**config.mk**
```make
export PLATFORM = sky130hd
export DESIGN_NAME = soc_top
export DESIGN_NICKNAME = d
export VERILOG_FILES = /design/src/soc_pkg.sv /design/src/bus_arbiter.sv /design/src/addr_decoder.sv /design/src/boot_rom.sv /design/src/scratchpad.sv /design/src/clint_timer.sv /design/src/debug_req_gate.sv /design/src/soc_top.sv
export SDC_FILE = /design/constraint.sdc
export NUM_CORES = 2
export LEC_CHECK = 0
export BUFFER_PORTS_ARGS = -buffer_cell sky130_fd_sc_hd__buf_2
export CORE_MARGIN = 2
export CORE_UTILIZATION = 35
export DETAILED_ROUTE_END_ITERATION = 6
export PLACE_DENSITY = 0.48
export SLEW_MARGIN = 20
export SYNTH_ARGS = -nofsm -noshare
export SYNTH_HDL_FRONTEND = slang
export SYNTH_SLANG_ARGS = --single-unit
```
**constraint.sdc**
```tcl
create_clock -name clk_i -period 14.8 [get_ports clk_i]
set_input_delay 0.74 -clock clk_i [delete_from_list [all_inputs] [get_ports clk_i]]
set_output_delay 0.74 -clock clk_i [all_outputs]
set_load 0.01 [all_outputs]
```
**src/soc_pkg.sv**
```systemverilog
// Shared bus types, address map and fixed constants, imported by every subsystem module
package soc_pkg;

  // ----------------------------------------
  // Widths
  // ----------------------------------------
  typedef logic [31:0] addr_t;
  typedef logic [31:0] data_t;
  typedef logic [3:0]  strb_t;
  typedef logic [3:0]  rom_idx_t;
  typedef logic [5:0]  spm_idx_t;
  typedef logic [31:0] mtime_t;

  // Single-beat system bus, one request and one response per transfer
  typedef struct packed {
    addr_t addr;
    logic  we;
    data_t wdata;
    strb_t strb;
  } bus_req_t;

  typedef struct packed {
    data_t rdata;
    logic  err;
  } bus_rsp_t;

  // ----------------------------------------
  // Address map
  // ----------------------------------------
  localparam addr_t ROM_BASE   = 32'h0000_1000;
  localparam int    ROM_WORDS  = 16;
  localparam addr_t SPM_BASE   = 32'h8000_0000;
  localparam int    SPM_WORDS  = 64;
  localparam addr_t CLINT_BASE = 32'h0200_0000;
  localparam addr_t CLINT_SIZE = 32'h0000_0010;

  // CLINT register offsets within its window
  localparam logic [3:0] CLINT_MSIP_OFS     = 4'h0;
  localparam logic [3:0] CLINT_MTIMECMP_OFS = 4'h4;
  localparam logic [3:0] CLINT_MTIME_OFS    = 4'h8;

  // Boot stub, then filler words with distinct patterns
  localparam data_t ROM_IMAGE [ROM_WORDS] = '{
    32'h0000_0297, 32'h0202_8293, 32'hf140_2573, 32'h8000_05b7,
    32'h0005_8067, 32'h1050_0073, 32'hffdf_f06f, 32'h0000_0013,
    32'h0000_0013, 32'h0000_0013, 32'hdead_beef, 32'hcafe_f00d,
    32'h1234_5678, 32'h9abc_def0, 32'h0bad_c0de, 32'h5a5a_a5a5
  };

  // Cycles after reset during which debug requests are held off
  localparam int DBG_DELAY_CYCLES = 20;

endpackage

```
**src/bus_arbiter.sv**
```systemverilog
// Round-robin arbiter, merges host and debug masters onto the system bus and routes responses
`timescale 1ns/1ps

module bus_arbiter (
  input  logic              clk_i,
  input  logic              ndmreset_n,
  input  soc_pkg::bus_req_t host_req_i,
  input  logic              host_valid_i,
  output logic              host_ready_o,
  input  soc_pkg::bus_req_t dbg_req_i,
  input  logic              dbg_valid_i,
  output logic              dbg_ready_o,
  output soc_pkg::bus_rsp_t host_rsp_o,
  output logic              host_rsp_valid_o,
  output soc_pkg::bus_rsp_t dbg_rsp_o,
  output logic              dbg_rsp_valid_o,
  output soc_pkg::bus_req_t bus_req_o,
  output logic              bus_valid_o,
  input  soc_pkg::bus_rsp_t bus_rsp_i,
  input  logic              bus_rsp_valid_i
);
  import soc_pkg::*;

  // Set when the debug port won the most recent transfer
  logic last_dbg_q;
  // Owner of the transfer whose response arrives this cycle
  logic owner_dbg_q;

  // ----------------------------------------
  // Grant
  // ----------------------------------------
  // On a tie the port not granted last wins
  assign host_ready_o = host_valid_i & (~dbg_valid_i | last_dbg_q);
  assign dbg_ready_o  = dbg_valid_i & (~host_valid_i | ~last_dbg_q);

  assign bus_valid_o = host_ready_o | dbg_ready_o;
  assign bus_req_o   = dbg_ready_o ? dbg_req_i : host_req_i;

  always_ff @(posedge clk_i or negedge ndmreset_n) begin
    if (!ndmreset_n) begin
      last_dbg_q  <= 1'b1;
      owner_dbg_q <= 1'b0;
    end else begin
      // Sampled every cycle, only meaningful when a response follows
      owner_dbg_q <= dbg_ready_o;
      if (bus_valid_o) begin
        last_dbg_q <= dbg_ready_o;
      end
    end
  end

  // ----------------------------------------
  // Response return
  // ----------------------------------------
  assign host_rsp_o       = bus_rsp_i;
  assign dbg_rsp_o        = bus_rsp_i;
  assign host_rsp_valid_o = bus_rsp_valid_i & ~owner_dbg_q;
  assign dbg_rsp_valid_o  = bus_rsp_valid_i & owner_dbg_q;

endmodule

```
**src/addr_decoder.sv**
```systemverilog
// Address decoder, selects one target per transfer and forms the registered bus response
`timescale 1ns/1ps

module addr_decoder (
  input  logic              clk_i,
  input  logic              ndmreset_n,
  input  soc_pkg::bus_req_t bus_req_i,
  input  logic              bus_valid_i,
  output soc_pkg::bus_rsp_t bus_rsp_o,
  output logic              bus_rsp_valid_o,
  output logic              rom_sel_o,
  output soc_pkg::rom_idx_t rom_idx_o,
  input  soc_pkg::data_t    rom_rdata_i,
  output logic              spm_sel_o,
  output soc_pkg::spm_idx_t spm_idx_o,
  input  soc_pkg::data_t    spm_rdata_i,
  output logic              clint_sel_o,
  output logic [3:0]        clint_ofs_o,
  input  soc_pkg::data_t    clint_rdata_i,
  output logic              we_o,
  output soc_pkg::data_t    wdata_o,
  output soc_pkg::strb_t    strb_o
);
  import soc_pkg::*;

  addr_t rom_ofs;
  addr_t spm_ofs;
  addr_t clint_ofs;
  logic  miss;
  logic  valid_q;
  logic  rom_q;
  logic  spm_q;
  logic  clint_q;
  logic  miss_q;

  // Offsets wrap below the base, so one compare checks both bounds
  assign rom_ofs   = bus_req_i.addr - ROM_BASE;
  assign spm_ofs   = bus_req_i.addr - SPM_BASE;
  assign clint_ofs = bus_req_i.addr - CLINT_BASE;

  // ROM writes fall through to the miss path
  assign rom_sel_o   = bus_valid_i & ~bus_req_i.we & (rom_ofs < addr_t'(ROM_WORDS * 4));
  assign spm_sel_o   = bus_valid_i & (spm_ofs < addr_t'(SPM_WORDS * 4));
  assign clint_sel_o = bus_valid_i & (clint_ofs < CLINT_SIZE);
  assign miss        = bus_valid_i & ~(rom_sel_o | spm_sel_o | clint_sel_o);

  assign rom_idx_o   = rom_ofs[5:2];
  assign spm_idx_o   = spm_ofs[7:2];
  assign clint_ofs_o = clint_ofs[3:0];
  assign we_o        = bus_req_i.we;
  assign wdata_o     = bus_req_i.wdata;
  assign strb_o      = bus_req_i.strb;

  // ----------------------------------------
  // Response side
  // ----------------------------------------
  always_ff @(posedge clk_i or negedge ndmreset_n) begin
    if (!ndmreset_n) begin
      valid_q <= 1'b0;
      rom_q   <= 1'b0;
      spm_q   <= 1'b0;
      clint_q <= 1'b0;
      miss_q  <= 1'b0;
    end else begin
      valid_q <= bus_valid_i;
      rom_q   <= rom_sel_o;
      spm_q   <= spm_sel_o;
      clint_q <= clint_sel_o;
      miss_q  <= miss;
    end
  end

  always_comb begin
    bus_rsp_o.rdata = '0;
    if (rom_q) begin
      bus_rsp_o.rdata = rom_rdata_i;
    end else if (spm_q) begin
      bus_rsp_o.rdata = spm_rdata_i;
    end else if (clint_q) begin
      bus_rsp_o.rdata = clint_rdata_i;
    end
    bus_rsp_o.err = miss_q;
  end

  assign bus_rsp_valid_o = valid_q;

endmodule

```
**src/boot_rom.sv**
```systemverilog
// Boot ROM holding the fixed image, read one cycle after select
`timescale 1ns/1ps

module boot_rom (
  input  logic              clk_i,
  input  logic              rom_sel_i,
  input  soc_pkg::rom_idx_t rom_idx_i,
  output soc_pkg::data_t    rdata_o
);
  import soc_pkg::*;

  // Output holds the last word read between accesses
  always_ff @(posedge clk_i) begin
    if (rom_sel_i) begin
      rdata_o <= ROM_IMAGE[rom_idx_i];
    end
  end

endmodule

```
**src/scratchpad.sv**
```systemverilog
// Scratchpad word memory with byte-strobed writes and a registered read port
`timescale 1ns/1ps

module scratchpad (
  input  logic              clk_i,
  input  logic              spm_sel_i,
  input  soc_pkg::spm_idx_t spm_idx_i,
  input  logic              we_i,
  input  soc_pkg::data_t    wdata_i,
  input  soc_pkg::strb_t    strb_i,
  output soc_pkg::data_t    rdata_o
);
  import soc_pkg::*;

  data_t mem [SPM_WORDS];

  always_ff @(posedge clk_i) begin
    if (spm_sel_i) begin
      if (we_i) begin
        // Only strobed byte lanes change
        for (int b = 0; b < 4; b++) begin
          if (strb_i[b]) begin
            mem[spm_idx_i][b*8 +: 8] <= wdata_i[b*8 +: 8];
          end
        end
      end
      // Read returns the word as it was before this cycle's write
      rdata_o <= mem[spm_idx_i];
    end
  end

endmodule

```
**src/clint_timer.sv**
```systemverilog
// Core-local interruptor with machine timer, compare register and software interrupt
`timescale 1ns/1ps

module clint_timer (
  input  logic           clk_i,
  input  logic           ndmreset_n,
  input  logic           rtc_i,
  input  logic           clint_sel_i,
  input  logic [3:0]     clint_ofs_i,
  input  logic           we_i,
  input  soc_pkg::data_t wdata_i,
  output soc_pkg::data_t rdata_o,
  output logic           timer_irq_o,
  output logic           ipi_o
);
  import soc_pkg::*;

  logic [1:0] rtc_sync_q;
  logic       rtc_prev_q;
  logic       rtc_rise;
  logic       div_q;
  logic       msip_q;
  mtime_t     mtime_q;
  mtime_t     mtimecmp_q;
  logic       wr_en;

  // ----------------------------------------
  // RTC sync and divide by two
  // ----------------------------------------
  assign rtc_rise = rtc_sync_q[1] & ~rtc_prev_q;
  assign wr_en    = clint_sel_i & we_i;

  always_ff @(posedge clk_i or negedge ndmreset_n) begin
    if (!ndmreset_n) begin
      rtc_sync_q  <= '0;
      rtc_prev_q  <= 1'b0;
      div_q       <= 1'b0;
      msip_q      <= 1'b0;
      mtime_q     <= '0;
      mtimecmp_q  <= '1;
      timer_irq_o <= 1'b0;
    end else begin
      rtc_sync_q <= {rtc_sync_q[0], rtc_i};
      rtc_prev_q <= rtc_sync_q[1];
      if (rtc_rise) begin
        div_q <= ~div_q;
      end
      // Software write of mtime wins over a tick in the same cycle
      if (wr_en && clint_ofs_i == CLINT_MTIME_OFS) begin
        mtime_q <= wdata_i;
      end else if (rtc_rise && div_q) begin
        mtime_q <= mtime_q + 1'b1;
      end
      if (wr_en && clint_ofs_i == CLINT_MSIP_OFS) begin
        msip_q <= wdata_i[0];
      end
      if (wr_en && clint_ofs_i == CLINT_MTIMECMP_OFS) begin
        mtimecmp_q <= wdata_i;
      end
      timer_irq_o <= (mtime_q >= mtimecmp_q);
    end
  end

  assign ipi_o = msip_q;

  // Register read port
  always_ff @(posedge clk_i) begin
    if (clint_sel_i) begin
      case (clint_ofs_i)
        CLINT_MSIP_OFS:     rdata_o <= {31'b0, msip_q};
        CLINT_MTIMECMP_OFS: rdata_o <= mtimecmp_q;
        CLINT_MTIME_OFS:    rdata_o <= mtime_q;
        default:            rdata_o <= '0;
      endcase
    end
  end

endmodule

```
**src/debug_req_gate.sv**
```systemverilog
// Holds off the external debug request for a fixed window after reset
`timescale 1ns/1ps

module debug_req_gate (
  input  logic clk_i,
  input  logic ndmreset_n,
  input  logic debug_req_i,
  output logic debug_req_o
);
  import soc_pkg::*;

  typedef logic [$clog2(DBG_DELAY_CYCLES+1)-1:0] dly_cnt_t;

  dly_cnt_t cnt_q;

  // Counts down once per cycle and stops at zero
  always_ff @(posedge clk_i or negedge ndmreset_n) begin
    if (!ndmreset_n) begin
      cnt_q <= dly_cnt_t'(DBG_DELAY_CYCLES);
    end else if (cnt_q != '0) begin
      cnt_q <= cnt_q - 1'b1;
    end
  end

  assign debug_req_o = (cnt_q == '0) & debug_req_i;

endmodule

```
**src/soc_top.sv**
```systemverilog
// Subsystem top level, connects the arbiter, decoder, memories, CLINT and debug gate
`timescale 1ns/1ps

module soc_top (
  input  logic              clk_i,
  input  logic              ndmreset_n,
  input  logic              rtc_i,
  input  soc_pkg::bus_req_t host_req_i,
  input  logic              host_valid_i,
  output logic              host_ready_o,
  output soc_pkg::bus_rsp_t host_rsp_o,
  output logic              host_rsp_valid_o,
  input  soc_pkg::bus_req_t dbg_req_i,
  input  logic              dbg_valid_i,
  output logic              dbg_ready_o,
  output soc_pkg::bus_rsp_t dbg_rsp_o,
  output logic              dbg_rsp_valid_o,
  input  logic              debug_req_i,
  output logic              debug_req_o,
  output logic              timer_irq_o,
  output logic              ipi_o
);
  import soc_pkg::*;

  bus_req_t   bus_req;
  logic       bus_valid;
  bus_rsp_t   bus_rsp;
  logic       bus_rsp_valid;
  logic       rom_sel;
  rom_idx_t   rom_idx;
  data_t      rom_rdata;
  logic       spm_sel;
  spm_idx_t   spm_idx;
  data_t      spm_rdata;
  logic       clint_sel;
  logic [3:0] clint_ofs;
  data_t      clint_rdata;
  logic       we;
  data_t      wdata;
  strb_t      strb;

  // ----------------------------------------
  // Interconnect
  // ----------------------------------------
  bus_arbiter i_bus_arbiter (
    .clk_i            ( clk_i            ),
    .ndmreset_n       ( ndmreset_n       ),
    .host_req_i       ( host_req_i       ),
    .host_valid_i     ( host_valid_i     ),
    .host_ready_o     ( host_ready_o     ),
    .dbg_req_i        ( dbg_req_i        ),
    .dbg_valid_i      ( dbg_valid_i      ),
    .dbg_ready_o      ( dbg_ready_o      ),
    .host_rsp_o       ( host_rsp_o       ),
    .host_rsp_valid_o ( host_rsp_valid_o ),
    .dbg_rsp_o        ( dbg_rsp_o        ),
    .dbg_rsp_valid_o  ( dbg_rsp_valid_o  ),
    .bus_req_o        ( bus_req          ),
    .bus_valid_o      ( bus_valid        ),
    .bus_rsp_i        ( bus_rsp          ),
    .bus_rsp_valid_i  ( bus_rsp_valid    )
  );

  addr_decoder i_addr_decoder (
    .clk_i           ( clk_i         ),
    .ndmreset_n      ( ndmreset_n    ),
    .bus_req_i       ( bus_req       ),
    .bus_valid_i     ( bus_valid     ),
    .bus_rsp_o       ( bus_rsp       ),
    .bus_rsp_valid_o ( bus_rsp_valid ),
    .rom_sel_o       ( rom_sel       ),
    .rom_idx_o       ( rom_idx       ),
    .rom_rdata_i     ( rom_rdata     ),
    .spm_sel_o       ( spm_sel       ),
    .spm_idx_o       ( spm_idx       ),
    .spm_rdata_i     ( spm_rdata     ),
    .clint_sel_o     ( clint_sel     ),
    .clint_ofs_o     ( clint_ofs     ),
    .clint_rdata_i   ( clint_rdata   ),
    .we_o            ( we            ),
    .wdata_o         ( wdata         ),
    .strb_o          ( strb          )
  );

  // ----------------------------------------
  // Targets
  // ----------------------------------------
  boot_rom i_boot_rom (
    .clk_i     ( clk_i     ),
    .rom_sel_i ( rom_sel   ),
    .rom_idx_i ( rom_idx   ),
    .rdata_o   ( rom_rdata )
  );

  scratchpad i_scratchpad (
    .clk_i     ( clk_i     ),
    .spm_sel_i ( spm_sel   ),
    .spm_idx_i ( spm_idx   ),
    .we_i      ( we        ),
    .wdata_i   ( wdata     ),
    .strb_i    ( strb      ),
    .rdata_o   ( spm_rdata )
  );

  clint_timer i_clint_timer (
    .clk_i       ( clk_i       ),
    .ndmreset_n  ( ndmreset_n  ),
    .rtc_i       ( rtc_i       ),
    .clint_sel_i ( clint_sel   ),
    .clint_ofs_i ( clint_ofs   ),
    .we_i        ( we          ),
    .wdata_i     ( wdata       ),
    .rdata_o     ( clint_rdata ),
    .timer_irq_o ( timer_irq_o ),
    .ipi_o       ( ipi_o       )
  );

  // Debug request to the core
  debug_req_gate i_debug_req_gate (
    .clk_i       ( clk_i       ),
    .ndmreset_n  ( ndmreset_n  ),
    .debug_req_i ( debug_req_i ),
    .debug_req_o ( debug_req_o )
  );

endmodule

```
# Yosys cells after proc, flatten, opt, wreduce, memory -nomap -nowiden
# Memory sizes are Yosys's and may differ from the RTL's. A register that Yosys moved wholly into a read port is not among the register bits.
# Index checks and enable logic that the tools add are counted.
# word_totals
ram_bits	2048
latchBits	0
out_inout_bits	73
rom_bits	512
n_memories	2
inputBits	144
reg_bits	114
# memory_table
memory	words	width	read_ports	rd_ports_with_merged_regs	wr	line_no	text
i_scratchpad.mem	64	32	1	1	1	scratchpad.sv:15	data_t mem [SPM_WORDS];
(no name shown)	16	32	1	1	0	boot_rom.sv:15	rdata_o <= ROM_IMAGE[rom_idx_i];
# op_classes
n_bitwise	26
order_cmp	4
mul	0
mux	23
reduce_logical	8
div	0
n_addsub	5
eq_ne	2
n_shift	0
# ops
op	n
$mux W32	5
$pmux W32 S3	1
$mux W69	1
$add A32 B1 Y32 const B	1
$ge A32 B32 Y1	1
$lt A32 B5 Y1 const B	1
$lt A32 B7 Y1 const B	1
$lt A32 B9 Y1 const B	1
$sub A32 B13 Y32 const B	1
$sub A32 B26 Y32 const B	1
$sub A32 B32 Y32 const B	1
$mux W1	16
$and A1 B1 Y1	12
$not A1 Y1	8
$logic_not A5 Y1	1
$not A4 Y5	1
$or A1 B1 Y1	5
$reduce_bool A5 Y1	1
$sub A5 B1 Y5 const B	1
$eq A4 B3 Y1 const B	1
$eq A4 B4 Y1 const B	1
$logic_and A1 B1 Y1	4
$logic_not A4 Y1	1
$reduce_bool A2 Y1	1

# Longest topological paths before layout
# logic_depth
word_depth	11
ltp_mapped	15
mapped_depth_nobuf	9

# By module
# A second synthesis with hierarchy kept.
# unflattened
hier_cells	5511
area_unflattened_um2	89681.0
# modules_own_cells
mod	n_inst	cells_each	area_per_inst_um2
scratchpad	1	4478	79647.6
clint_timer	1	518	5383.9
boot_rom	1	126	1529.0
bus_arbiter	1	152	1455.1
addr_decoder	1	217	1431.4
debug_req_gate	1	20	234.0

# Worst setup path after synthesis
# No wires, ideal clock.
# synth_timing
path_type	input -> register
from	in dbg_valid_i
to	reg i_boot_rom.rdata_o[0] (enable)
cell_stages	10
arrival_time_ps	5349
slack_ps	8952
n_path_buf	5
t_required_ps	14302
cell_sequence	a21bo_1 buf_6 buf_4 buf_2 buf_2 buf_1 nand2_1 o22ai_1 o21ai_0 nor4_1
# synth_via
elab_chain_len	6
# synth_lines
item	line_no	text
from (decl)	soc_top.sv:14	input logic dbg_valid_i,
branches (longest 5 deep; another with $sub A32 B13 Y32)	--	
$and A1 B1 Y1 *	addr_decoder.sv:42	assign rom_sel_o = bus_valid_i & ~bus_req_i.we & (rom_ofs < addr_t'(ROM_WORDS * 4));
named net i_addr_decoder.rom_sel_o	addr_decoder.sv:11	output logic rom_sel_o,
to (decl)	boot_rom.sv:8	output soc_pkg::data_t rdata_o
# Mark *: on every way through the listed nets, which the timed path passes.
# A chain may end at the register's enable or synchronous reset.

# Final worst setup path
# layout_timing
from	reg i_bus_arbiter.last_dbg_q
to	reg i_scratchpad.rdata_o[23] (read register of i_scratchpad.mem) (data pin)
# layout_via
elab_chain_len	7
# layout_lines
item	line_no	text
from (decl)	bus_arbiter.sv:25	logic last_dbg_q;
from (signal assigned)	bus_arbiter.sv:47	last_dbg_q <= dbg_ready_o;
$not A1 Y1	bus_arbiter.sv:34	assign dbg_ready_o = dbg_valid_i & (~host_valid_i | ~last_dbg_q);
$or A1 B1 Y1	bus_arbiter.sv:34	
$and A1 B1 Y1	bus_arbiter.sv:34	
$mux W69	bus_arbiter.sv:37	assign bus_req_o = dbg_ready_o ? dbg_req_i : host_req_i;
$sub A32 B32 Y32	addr_decoder.sv:38	assign spm_ofs = bus_req_i.addr - SPM_BASE;
$lt A32 B9 Y1	addr_decoder.sv:43	assign spm_sel_o = bus_valid_i & (spm_ofs < addr_t'(SPM_WORDS * 4));
$and A1 B1 Y1	addr_decoder.sv:43	
to (decl)	scratchpad.sv:11	output soc_pkg::data_t rdata_o
# Parallel ways exist; a longest one is shown, timed or not.

==> results <==
- The delay of the slowest cell on the worst path is 0.92 ns.
- The flow ran to the end, and the final reports show no timing, DRC or antenna violations.
- The layout cell share with drive strength beyond 1 is 14.34%.
- The worst min-delay path class is input pin to flip-flop.
- The max-slew headroom at the worst pin is 16.98%.
- The share of the clock period used by the worst path is 40.73%.
- The number of fill cells is 23825.
- The number of I/O port buffers is 216.
- The cell type group with the largest total delay on the critical path is buffers and inverters.
- The slew at the pin closest to its max-slew limit is 1.241 ns.
- The average routed wire per standard cell is 33.08 um.
- For this run, the number of Yosys warnings is 0.
- The net total in the final layout is 6877.
- When the netlist entered floorplanning its net count stood at 6717.
- The setup total negative slack is 0 ns.
- In this run the deepest clock path goes through 3 buffers.
- The global placer's final weighted congestion is 0.9106.
- In the synthesized netlist, the number of instances is 6527.
- After detailed routing, the number of remaining DRC violations is 0.
- The final route contains 58526 vias.
- The final hold violation count is 0.
- For this block, the routed nets add up to 340400 um of wire.
- Setup violations remaining at the end of the flow were counted as 0.
- The library cell appearing most often on the critical path is sky130_fd_sc_hd__buf_4.
- The combined buffer and inverter count along the critical path is 6.
- TritonCTS built the clock tree.
- The area of the mapped netlist is 0.09064 sq mm.
- Summed over all cells, the static leakage comes to 34.72 nW.
- The layout-stage area growth over the synthesis result is 13.42%.
- The slowest stage of the critical path belongs to the cell sky130_fd_sc_hd__a2111oi_0.
- The max-slew violation count is 0.
- The proportion of synthesized flip-flops having asynchronous set or reset is 3.687%.
- The number of global-route vias before repair was 55411.
- The total CTS buffers is 229.
- The highest ir drop seen on vdd is 0.1316 mV.
- The clock net in this run drives a total of 2224 sinks.
- The detail route stage leaves a number of antenna-violating nets equal to 0.
- The core region is 0.2572 sq mm.
- The post-synthesis average cell area is 13.89 sq um.
- The area taken by flip-flops and latches is 0.06642 sq mm.
- Setup repair after global routing left no endpoint under its margin.
- The post-CTS setup buffer count is 0.
- The starting density of the core is 35.25%.
- The floorplan step set the die width to 512.9 um.
- The initial antenna violation count was 44.
- The number of register bits inferred by synthesis is 2224.
- The number of DRC markers in iteration 0 is 7771.
- The sequential fraction of the synthesis area is 73.28%.
- Max-cap violations in this run came to 0.
- STA classifies the critical path endpoint as a flip-flop.
- The insertion delay to the later sink of the worst-skew pair is 0.89 ns.
- After layout, the design draws a total of 14.00 mW.
- The uppermost signal routing layer after detailed routing is met5.
- The die height is 512.9 um.
- The maximum fanout along the worst path is 111.
- The length of the first detailed-routing pass in iterations is 7.
- The clock tree synthesis step divided the H-tree into 4 levels.
- For this design the ratio of total power to cell area is 136.1 mW/mm^2.
- The routed design uses 30630 um of met3 wire.
- Walking the worst path, the cells encountered are a21bo_4 -> mux2i_4 -> buf_4 -> inv_8 -> buf_12 -> buf_4 -> buf_4 -> mux2i_1 -> mux4_2 -> a2111oi_0 -> buf_4 -> or3_1.
- The worst hold margin is 0.05276 ns.
- The most used flip-flop cell after synthesis is sky130_fd_sc_hd__edfxtp_1.
- After detailed routing, the wire length on met1 is 141200 um.
- Sorting the synthesized cells by area gives the leading types as sky130_fd_sc_hd__edfxtp_1 71%, sky130_fd_sc_hd__nand2_1 6.1%, sky130_fd_sc_hd__nand3_1 3.6%.
- The critical path class is flip-flop to flip-flop.
- The total routing usage reported by global routing is 25.33%.
- At the worst endpoint, the arrival time is 6.78 ns.
- Dividing the detail-routed via count by the number of cells gives 5.687.
- The global-route wire length before repair is 463500 um.
- The required arrival time at the worst endpoint is 15.55 ns.
- Clock-pin slew was measured on the worst setup and hold paths at 0.06 ns.
- The highest attainable clock frequency is 0.1659 GHz.
- In this run the clock root is driven by a sky130_fd_sc_hd__clkbuf_16.
- The top cell type by area accounts for 70.96% of the synthesized area.
- The multi-input combinational cell area is 0.02252 sq mm.
- Global routing finished with a remaining overflow of 0.
- The worst setup path is launched from a flip-flop.
- For this design the top-level I/O count stands at 217.
- In this run, distinct cell masters in the synthesized netlist total 75.
- The number of standard-cell rows in the floorplan is 186.
- The largest net degree at the start of global routing is 124.
- The library cells used most frequently in the layout, excluding fill and tap cells, are 2142 x sky130_fd_sc_hd__edfxtp_1, 1447 x sky130_fd_sc_hd__nand2_1, 646 x sky130_fd_sc_hd__nand3_1.
- Summed over all nets, the half-perimeter wirelength after detailed placement is 215500 um.
- The synthesized design contains 2142 enable-type register cells.
- The worst clock skew is 0.03616 ns.
- Leaving out fill and tap cells, the most frequent cell in the layout is sky130_fd_sc_hd__edfxtp_1.
- In the detailed route, the total length drawn on met2 is 156700 um.
- The die covers 0.2631 sq mm.
- The worst path in the final design needs a cycle of 6.029 ns, including I/O delays and setup.
- Summed over all instances, the cell type with the most area after synthesis is sky130_fd_sc_hd__edfxtp_1.
[power breakdown]
part           internal, mW  switching (mW)  leakage, nW
logic                 0.319            1.03         10.9
clock network          3.13            2.49         3.51
registers              7.02          0.0123         20.3
[worst reg2reg max path: cells and delay by family (launching register included)]
kind            cells  cell delay (ns)
mux                 3             0.83
simple gates        1             0.09
flops               1             0.56
compound gates      2             1.24
buf+inv             6             3.17
[worst paths after layout]
check                                            start                     endpoint  depth (start not counted)  slack [ns]
min in group asynchronous                   ndmreset_n    i_debug_req_gate.cnt_q[0]                          2        0.28
max reg2reg                   i_bus_arbiter.last_dbg_q     i_scratchpad.rdata_o[23]                         12        8.77
max in group asynchronous                   ndmreset_n     i_clint_timer.mtime_q[6]                          3       13.35
max                           i_bus_arbiter.last_dbg_q     i_scratchpad.rdata_o[23]                         12        8.77
min                                       host_valid_i     i_bus_arbiter.last_dbg_q                          2        0.05
min reg2reg                i_clint_timer.rtc_sync_q[0]  i_clint_timer.rtc_sync_q[1]                          0        0.35
[state kept, by name (all words and copies together) (netlist names), 2 cells and up]
signal                    count
i_scratchpad.mem           2048
i_clint_timer.mtime_q        32
i_clint_timer.mtimecmp_q     32
i_clint_timer.rdata_o        32
i_scratchpad.rdata_o         32
i_boot_rom.rdata_o           30
i_debug_req_gate.cnt_q        5
i_clint_timer.rtc_sync_q      2
[cell usage after synthesis, drive strengths merged, types with 64 or more instances]
library cell and n:
edfxtp 2142, nand2 1483, nand3 648, nor2 325
mux2i 256, clkbuf 229, a21oi 212, buf 201
mux4 107, o21ai 72, mux2 64
[area by class of cell]
cell class              instances  area share, %
clock buffers                 286          5.905
repair buffers                359          2.164
multi-input cells            3821          21.90
diodes                         32        0.07789
inverters                      52         0.2203
clock inverters               133          1.009
flip-flops and latches       2224          64.61
well taps                    3384          4.118
[cell families (layout without fill, tap and decap cells)]
| logic type | count (synthesis) | after routing | synth area share, % |
|---|---|---|---|
| adders and majority gates | 46 | 46 | 0.6350 |
| buffers and inverters | 482 | 830 | 2.319 |
| other | 0 | 32 | 0 |
| DFF | 2224 | 2224 | 73.28 |
| xor gates and xnor gates | 36 | 36 | 0.3479 |
| AOI/OAI and AO/OA | 579 | 579 | 4.086 |
| and+or+nand+nor | 2733 | 2733 | 13.04 |
| muxes | 427 | 427 | 6.299 |
[per-stage QoR]
| step | utilization [%] | worst slack (ns) | instances | cell area, sq um |
|---|---|---|---|---|
| floorplan | - | 8.952 | 6527 | 90640 |
| global placement | 37.15 | 8.460 | 9838 | 95540 |
| detailed placement | 37.17 | 8.378 | 9838 | 95580 |
| CTS | 39.94 | 8.811 | 10259 | 102700 |
| global route | 39.96 | 8.597 | 10270 | 102800 |
| finish | 39.98 | 8.771 | 10291 | 102800 |
[metal layers]
layer / global-route usage, % / up-vias
met1: 34.85 / 30474
met2: 39.27 / 2871
met5: 0.01826 / -
met4: 8.817 / 14
li1: - / 24635
met3: 5.900 / 532
[timing repair]
action,CTS,global route
resized for setup,0,0
hold buffers,2,0
endpoints found under the hold margin,18,0
setup endpoints to repair,0,0
Note: power is estimated with default switching activity, not from simulation.
